$ cat config.mk
export PLATFORM = sky130hd
export DESIGN_NAME = capture_top
export DESIGN_NICKNAME = d
export VERILOG_FILES = /design/src/source/daq_pkg.sv /design/src/source/line_buffer_if.sv /design/src/source/channel_packer.sv /design/src/source/trigger_detect.sv /design/src/source/write_ctrl.sv /design/src/source/dram_write_port.sv /design/src/source/capture_top.sv
export SDC_FILE = /design/constraint.sdc
export NUM_CORES = 2
export LEC_CHECK = 0
export BUFFER_PORTS_ARGS = -buffer_cell sky130_fd_sc_hd__clkbuf_2
export CORE_MARGIN = 3
export CORE_UTILIZATION = 40
export DETAILED_ROUTE_END_ITERATION = 10
export SYNTH_ARGS = -nofsm -noshare
export SYNTH_HDL_FRONTEND = slang
export SYNTH_SLANG_ARGS = --single-unit
$ cat constraint.sdc
create_clock -name avalon_clk -period 53.3 [get_ports avalon_clk]
set_input_delay 5.33 -clock avalon_clk [delete_from_list [all_inputs] [get_ports avalon_clk]]
set_output_delay 5.33 -clock avalon_clk [all_outputs]
set_load 0.01 [all_outputs]
$ cat src/source/daq_pkg.sv
/*
  shared widths, types and constants of the capture front end
  eight channels of 16-bit samples, one 256-bit line per 16 samples
  the DRAM address is the channel index on top of a 22-bit line count
  the trigger threshold is fixed at build time
*/
package daq_pkg;

	////////////////////////////// sizes
	localparam int num_channels   = 8;       // capture channels
	localparam int ch_w           = 3;       // channel index width
	localparam int sample_w       = 16;      // one sample
	localparam int words_per_line = 16;      // samples per DRAM line
	localparam int line_w         = 256;     // one DRAM beat
	localparam int addr_w         = 25;      // DRAM word address
	localparam int line_cnt_w     = 22;      // per channel line counter

	////////////////////////////// types
	typedef logic [sample_w-1:0] sample_t;   // raw sample
	typedef logic [line_w-1:0]   line_t;     // sample 0 in bits 15:0

	// must be strictly exceeded to trigger
	localparam sample_t trigger_threshold = 16'h7000;

	// write controller states
	typedef enum logic [1:0] {
		idle,                                // search for a ready channel
		fetch,                               // take the line, load the port
		write                                // wait for the DRAM to accept
	} ctrl_state_t;

endpackage

$ cat src/source/line_buffer_if.sv
`timescale 1ns/1ps
/*
  handshake between one channel packer and the write side
  take is a single cycle pulse and only comes while ready is high
  the held line stays stable until the cycle after take
*/
interface line_buffer_if import daq_pkg::*; ();

	logic  line_ready;    // a finished line is held
	line_t line_data;     // the held line
	logic  line_take;     // pulse, frees the holding register
	logic  line_dropped;  // sticky overflow flag

	modport packer (
		output line_ready, line_data, line_dropped,
		input  line_take
	);

	modport ctrl (
		input  line_ready,
		output line_take
	);

	modport port (input line_data);

endinterface

$ cat src/source/channel_packer.sv
`timescale 1ns/1ps
/*
  packs one channel into 256-bit lines, sample 0 in the low bits
  one finished line is held until the write side takes it
  a line that completes while the holding register is full is lost
  and the overflow flag then stays set until reset
*/
module channel_packer import daq_pkg::*; (
	input  logic          avalon_clk,
	input  logic          rst_n,       // sync, active low
	input  logic          rx_valid,    // shared sample strobe
	input  sample_t       sample,
	line_buffer_if.packer line_buf
);

	logic [$clog2(words_per_line)-1:0] word_cnt; // words in the line being packed
	line_t line_sr;                              // packing shift register
	line_t line_next;                            // shift register after this sample
	logic  last_word;                            // this strobe closes a line
	logic  hold_busy;                            // holding reg still full next cycle

	assign line_next = {sample, line_sr[line_w-1:sample_w]}; // new word enters at the top
	assign last_word = rx_valid && (word_cnt == words_per_line - 1);
	assign hold_busy = line_buf.line_ready && !line_buf.line_take; // take frees it

	////////////////////////////// packing
	always_ff @(posedge avalon_clk) begin
		if (rx_valid) begin
			line_sr <= line_next;                // after 16 shifts sample 0 is lowest
		end
	end

	always_ff @(posedge avalon_clk) begin
		if (!rst_n) begin
			word_cnt <= '0;
		end else if (rx_valid) begin
			word_cnt <= word_cnt + 1'b1;         // wraps at the line boundary
		end
	end

	////////////////////////////// holding register
	always_ff @(posedge avalon_clk) begin
		if (last_word && !hold_busy) begin
			line_buf.line_data <= line_next;     // complete line incl. this sample
		end
	end

	always_ff @(posedge avalon_clk) begin
		if (!rst_n) begin
			line_buf.line_ready   <= 1'b0;
			line_buf.line_dropped <= 1'b0;
		end else begin
			if (last_word && hold_busy) begin
				line_buf.line_dropped <= 1'b1;   // new line discarded, sticky
			end
			if (last_word && !hold_busy) begin
				line_buf.line_ready <= 1'b1;     // refill, also in the take cycle
			end else if (line_buf.line_take) begin
				line_buf.line_ready <= 1'b0;     // line went to the write port
			end
		end
	end

endmodule

$ cat src/source/trigger_detect.sv
`timescale 1ns/1ps
/*
  sticky trigger on the first sample above trigger_threshold
  the time stamp is the 0-based strobe index since reset, 16 bits, wraps
  only the first crossing is recorded
*/
module trigger_detect import daq_pkg::*; (
	input  logic        avalon_clk,
	input  logic        rst_n,
	input  logic        rx_valid,
	input  sample_t     samples [num_channels],
	output logic        triggering_status,
	output logic [15:0] triggering_time_stamp
);

	logic [15:0] strobe_cnt;   // strobes seen since reset
	logic        over;         // some channel above threshold

	// any channel strictly above the threshold
	always_comb begin
		over = 1'b0;
		for (int i = 0; i < num_channels; i++) begin
			if (samples[i] > trigger_threshold) begin
				over = 1'b1;
			end
		end
	end

	////////////////////////////// strobe counter
	always_ff @(posedge avalon_clk) begin
		if (!rst_n) begin
			strobe_cnt <= '0;
		end else if (rx_valid) begin
			strobe_cnt <= strobe_cnt + 1'b1;     // index of the next strobe
		end
	end

	////////////////////////////// capture
	always_ff @(posedge avalon_clk) begin
		if (!rst_n) begin
			triggering_status     <= 1'b0;
			triggering_time_stamp <= '0;
		end else if (rx_valid && over && !triggering_status) begin
			triggering_status     <= 1'b1;       // stays until reset
			triggering_time_stamp <= strobe_cnt; // index of the crossing strobe
		end
	end

endmodule

$ cat src/source/write_ctrl.sv
`timescale 1ns/1ps
/*
  round-robin write controller over the eight channel buffers
  search starts at channel 0 after reset, then after the last grant
  one line is in the write port at a time, the next search starts after accept
*/
module write_ctrl import daq_pkg::*; (
	input  logic            avalon_clk,
	input  logic            rst_n,
	line_buffer_if.ctrl     bufs [num_channels],
	output logic            load,        // port registers line and address
	output logic [ch_w-1:0] sel,         // channel being written
	input  logic            accepted     // DRAM took the write
);

	ctrl_state_t             state;
	logic [num_channels-1:0] ready_vec;  // line_ready of all channels
	logic [ch_w-1:0]         rr_ptr;     // first channel to look at
	logic [ch_w-1:0]         grant;      // channel chosen in idle
	logic [ch_w-1:0]         cand;
	logic [ch_w-1:0]         pick;
	logic                    found;

	for (genvar i = 0; i < num_channels; i++) begin : g_ch
		assign ready_vec[i]      = bufs[i].line_ready;
		assign bufs[i].line_take = (state == fetch) && (grant == ch_w'(i)); // one cycle
	end

	////////////////////////////// round-robin search
	always_comb begin
		found = 1'b0;
		pick  = rr_ptr;
		cand  = rr_ptr;
		for (int k = 0; k < num_channels; k++) begin
			cand = rr_ptr + ch_w'(k);            // wraps over the channel index
			if (!found && ready_vec[cand]) begin
				found = 1'b1;
				pick  = cand;
			end
		end
	end

	////////////////////////////// fsm
	always_ff @(posedge avalon_clk) begin
		if (!rst_n) begin
			state  <= idle;
			rr_ptr <= '0;
			grant  <= '0;
		end else begin
			unique case (state)
				idle: begin
					if (found) begin
						grant <= pick;
						state <= fetch;
					end
				end
				fetch: begin
					rr_ptr <= grant + 1'b1;      // next search after this one
					state  <= write;
				end
				write: begin
					if (accepted) begin
						state <= idle;
					end
				end
				default: state <= idle;
			endcase
		end
	end

	assign load = (state == fetch);
	assign sel  = grant;

endmodule

$ cat src/source/dram_write_port.sv
`timescale 1ns/1ps
/*
  single beat DRAM write drive, no bursts
  address is {channel, line count}, the count wraps at 22 bits per channel
  address and data hold while wait request is high
*/
module dram_write_port import daq_pkg::*; (
	input  logic              avalon_clk,
	input  logic              rst_n,
	line_buffer_if.port       bufs [num_channels],
	input  logic              load,
	input  logic [ch_w-1:0]   sel,
	output logic              accepted,
	input  logic              dram_wait_request,
	output logic [addr_w-1:0] dram_write_address,
	output line_t             dram_write_data,
	output logic              dram_write_enable
);

	line_t                 line_vec [num_channels];  // held lines of all channels
	logic [line_cnt_w-1:0] line_cnt [num_channels];  // next line per channel

	for (genvar i = 0; i < num_channels; i++) begin : g_ch
		assign line_vec[i] = bufs[i].line_data;
	end

	////////////////////////////// line select and address
	always_ff @(posedge avalon_clk) begin
		if (load) begin
			dram_write_data    <= line_vec[sel];
			dram_write_address <= {sel, line_cnt[sel]}; // channel region on top
		end
	end

	////////////////////////////// write enable and counters
	always_ff @(posedge avalon_clk) begin
		if (!rst_n) begin
			dram_write_enable <= 1'b0;
			for (int i = 0; i < num_channels; i++) begin
				line_cnt[i] <= '0;
			end
		end else begin
			if (load) begin
				dram_write_enable <= 1'b1;
				line_cnt[sel]     <= line_cnt[sel] + 1'b1; // advance after use
			end else if (accepted) begin
				dram_write_enable <= 1'b0;
			end
		end
	end

	// write completes on the first edge without wait request
	assign accepted = dram_write_enable && !dram_wait_request;

endmodule

$ cat src/source/capture_top.sv
`timescale 1ns/1ps
/*
  eight channel capture front end writing 256-bit lines to DRAM
  all channels share one valid strobe and the avalon clock
  every write is a single beat, no read path
  overflow flags and trigger status are sticky until reset
*/
module capture_top import daq_pkg::*; (
	input  logic              avalon_clk,
	input  logic              rst_n,                 // sync, active low
	input  logic              rx_valid,              // samples of all channels valid
	input  sample_t           rx_data [num_channels],
	input  logic              dram_wait_request,
	output logic [addr_w-1:0] dram_write_address,
	output line_t             dram_write_data,
	output logic              dram_write_enable,
	output logic              triggering_status,
	output logic [15:0]       triggering_time_stamp,
	output logic [num_channels-1:0] overflow         // one per channel
);

	logic            load;       // controller to port
	logic [ch_w-1:0] sel;
	logic            accepted;   // port to controller

	line_buffer_if bufs [num_channels] ();

	////////////////////////////// channel packers
	for (genvar i = 0; i < num_channels; i++) begin : g_pack
		channel_packer packer_i (
			.avalon_clk (avalon_clk),
			.rst_n      (rst_n),
			.rx_valid   (rx_valid),
			.sample     (rx_data[i]),
			.line_buf   (bufs[i])
		);

		assign overflow[i] = bufs[i].line_dropped;
	end

	////////////////////////////// trigger
	trigger_detect trigger_i (
		.avalon_clk            (avalon_clk),
		.rst_n                 (rst_n),
		.rx_valid              (rx_valid),
		.samples               (rx_data),
		.triggering_status     (triggering_status),
		.triggering_time_stamp (triggering_time_stamp)
	);

	////////////////////////////// write path
	write_ctrl ctrl_i (
		.avalon_clk (avalon_clk),
		.rst_n      (rst_n),
		.bufs       (bufs),
		.load       (load),
		.sel        (sel),
		.accepted   (accepted)
	);

	dram_write_port port_i (
		.avalon_clk         (avalon_clk),
		.rst_n              (rst_n),
		.bufs               (bufs),
		.load               (load),
		.sel                (sel),
		.accepted           (accepted),
		.dram_wait_request  (dram_wait_request),
		.dram_write_address (dram_write_address),
		.dram_write_data    (dram_write_data),
		.dram_write_enable  (dram_write_enable)
	);

endmodule

==> results.ini <==
[die]
io_pins = 439
fp-row-count = 224
start_util_pct = 40.30
die-area_sq_mm = 0.3838
die_h_microns = 619.5
die_x_microns = 619.5
core_sq_mm = 0.3736

[layout]
seq_area_sq_mm = 0.1347
fill_cells = 30520
drive_above_1_share_pct = 16.21
fin_nets = 7672
stdcell_count = 12860
multi_input_area_sq_mm = 0.01471
syn2layout_area_growth_pct = 14.79

[worst_setup_path]
cp_common_cell = buf_4
cp_num_buf_inv = 7
cp_slowest_cell = buf_4
end_kind = flop
cp.required_ns = 53.83
arrival_ns = 10.61
critPathKind = in -> reg
cpPeakStageDelay_ns = 0.97
cp_max_fo = 115
critPathTopFamily = buffers and inverters
startpoint_type = input port
path_cells = buf_12 > buf_4 > buf_4 > buf_12 > buf_4 > buf_4 > buf_4

[clock_network]
cts_tree = built
htreeDepth = 5
cts.sinks = 4518
hold_buffers = 0
cts_buffers = 428
clk_pin_slew_ns = 0.06
cts-root-buf = clkbuf_16
ctsResizeCount = 0
cts_setup_buffers = 0
clk-insertion-delay-late_ns = 0.96
clock_path_buffers = 4

[global_routing]
grt_max_degree = 177
grt_pass1_wl_microns = 521600
track_usage_pct = 18.77
grt_antenna_before_repair = 25
grt_pass1_vias = 69980
overflow = 0

[timing]
setup_slack_ns = 43.23
period_needed_ns = 10.07
rsz0062_at_grt = false
fmax_ghz = 0.09930
drv_slew = 0
min_period_over_period_pct = 18.89
finalSetupViolations = 0
final.setup.tns_ns = 0
hold_viol_final = 0
finClkSkew_ns = 0.05660
maxSlewHeadroom_pct = 20.63
worst_pin_slew_ns = 1.188

[place]
pre_cts_ws_ns = 42.23
port_buffers = 438
dp.cells = 12060
gp_congestion = 0.8902
detailed_place_hpwl_microns = 217500

[synth]
synth-edff-count = 4425
synth-warning-count = 0
syn_nets = 6982
synth-main-ff-cell = edfxtp_1
synth_cells = 6832
netlist_area_sq_mm = 0.1506
synth_seq_area_share_pct = 89.50
ys_async_sr_fraction_pct = 0
ys_types = 51
ys_seq_elements = 4518
syn_area_per_cell_sq_um = 22.04

[detailed_routing]
finalWirelength_microns = 367400
firstDrtPassIters = 6
drc_errors = 0
viasPerCell = 5.397
wl_per_cell_microns = 28.57
first_iter_violations = 8042
via_count = 69410
ant_nets = 0

[power]
total_power_uw = 7096
vdd_drop_max_mv = 0.02906
leakagePower_uw = 0.05513
power.density_mw_per_mm2 = 41.06

[job]
maxCapViolCount = 0

[hold_path]
hold_path_class = reg -> reg

[run_status]
status = complete, no violations

-- worst paths after layout --
kind | start | endpoint | slack [ns] | cells past startpoint
setup / recovery | rx_valid | g_pack[1].packer_i.line_sr[173] | 43.23 | 7
hold / removal | g_pack[3].packer_i.line_sr[21] | g_pack[3].packer_i.line_buf.line_data[5] | 0.41 | 0
setup reg to reg | ctrl_i.state[0] | g_pack[2].packer_i.line_buf.line_data[54] | 47.57 | 9
hold reg to reg | g_pack[3].packer_i.line_sr[21] | g_pack[3].packer_i.line_buf.line_data[5] | 0.41 | 0
-- metrics by stage --
step	hold WS, ns	utilization [%]	instance area (sq um)
floorplan	0.4003	-	150600
global placement	0.4006	42.56	159000
detailed placement	0.4045	42.56	159000
CTS	0.3913	46.25	172800
global route	0.4023	46.26	172800
finish	0.4085	46.26	172800
-- routing by layer --
metal / part of all wire [%] / track usage (%)
met5: 0 / 0
met4: 2.5 / 4.782
met3: 7.6 / 3.075
met2: 47 / 29.40
met1: 43 / 27.48
-- Yosys cell counts, types with 10 or more instances --
cell      count  area (sq um)
edfxtp_1   4425        132900
a22oi_1    1026          7702
nand4_1     290          1814
clkbuf_1    255         957.2
nor2_1      194         728.2
dfxtp_1      93          1862
nand2_1      57         214.0
mux4_2       56          1261
mux2i_1      46         460.4
xnor2_1      45         394.1
and2_1       44         275.3
nor2b_1      31         193.9
nor4_1       29         181.4
a21oi_1      24         120.1
nand3_1      23         115.1
inv_1        20         75.07
buf_1        19         71.32
ha_1         18         225.2
xor2_1       15         131.4
buf_4        12         90.09
a21boi_0     11         82.58
and3_1       11         68.82
mux2_2       11         123.9
nor3_1       11         55.05
o21a_1       10         75.07
-- cell families (layout without fill, tap and decap cells) --
logic type                 after synthesis  count (layout)  share of synthesized area, %
xor gates and xnor gates                60              60                        0.3491
muxes                                  115             115                         1.251
AOI/OAI and AO/OA                     1096            1096                         5.415
DFF                                   4518            4518                         89.50
other                                    0               4                             0
buffers and inverters                  318            1371                        0.8319
adders and majority gates               18              18                        0.1496
and+or+nand+nor                        707             707                         2.507
-- sequential cells by signal, indices dropped and copies added (netlist names), named ones only --
name	flops
g_pack.packer_i.line_buf.line_data	2048
g_pack.packer_i.line_sr	1920
port_i.dram_write_data	256
port_i.line_cnt	176
g_pack.packer_i.word_cnt	32
port_i.dram_write_address	25
trigger_i.strobe_cnt	16
trigger_i.triggering_time_stamp	16
g_pack.packer_i.line_buf.line_dropped	8
g_pack.packer_i.line_buf.line_ready	8
ctrl_i.rr_ptr	3
ctrl_i.sel	3
ctrl_i.state	2
port_i.dram_write_enable	1
trigger_i.triggering_status	1
-- area by class of cell --
| type | instances | area share (%) |
|---|---|---|
| flip-flops and latches | 4518 | 77.97 |
| inverters | 26 | 0.05647 |
| well taps | 4972 | 3.600 |
| multi-input cells | 1996 | 8.512 |
| clock buffers | 507 | 6.437 |
| clock inverters | 286 | 1.541 |
| diodes | 4 | 0.005792 |
| repair buffers | 552 | 1.881 |
-- layout by cell type, fill, tap and decap left out, types with 10 or more instances in the layout --
cell type / Yosys / final
nor2b_1: 31 / 30
clkbuf_2: 0 / 439
edfxtp_1: 4425 / 4425
inv_6: 0 / 14
and3_1: 11 / 11
clkinv_1: 1 / 90
and2_1: 44 / 44
a22oi_1: 1026 / 1026
buf_12: 0 / 16
nand4_1: 290 / 290
ha_1: 18 / 18
inv_1: 20 / 20
bufinv_16: 0 / 40
nor2_1: 194 / 192
clkinv_2: 0 / 103
mux2i_1: 46 / 46
xnor2_1: 45 / 45
clkbuf_1: 255 / 70
buf_4: 12 / 99
clkbuf_16: 0 / 432
a21oi_1: 24 / 16
nand2_1: 57 / 57
mux2_2: 11 / 11
o21a_1: 10 / 10
nor4_1: 29 / 29
clkinvlp_4: 0 / 16
a21boi_0: 11 / 11
dfxtp_1: 93 / 92
mux4_2: 56 / 56
nand3_1: 23 / 23
xor2_1: 15 / 15
-- report_power, final --
part           switching (uW)  internal, uW  leakage [uW]
Combinational            51.1          11.0       0.00607
Sequential               58.7          4010        0.0423
Clock                    1280          1690       0.00677
Note: power is estimated with default switching activity, not from simulation.
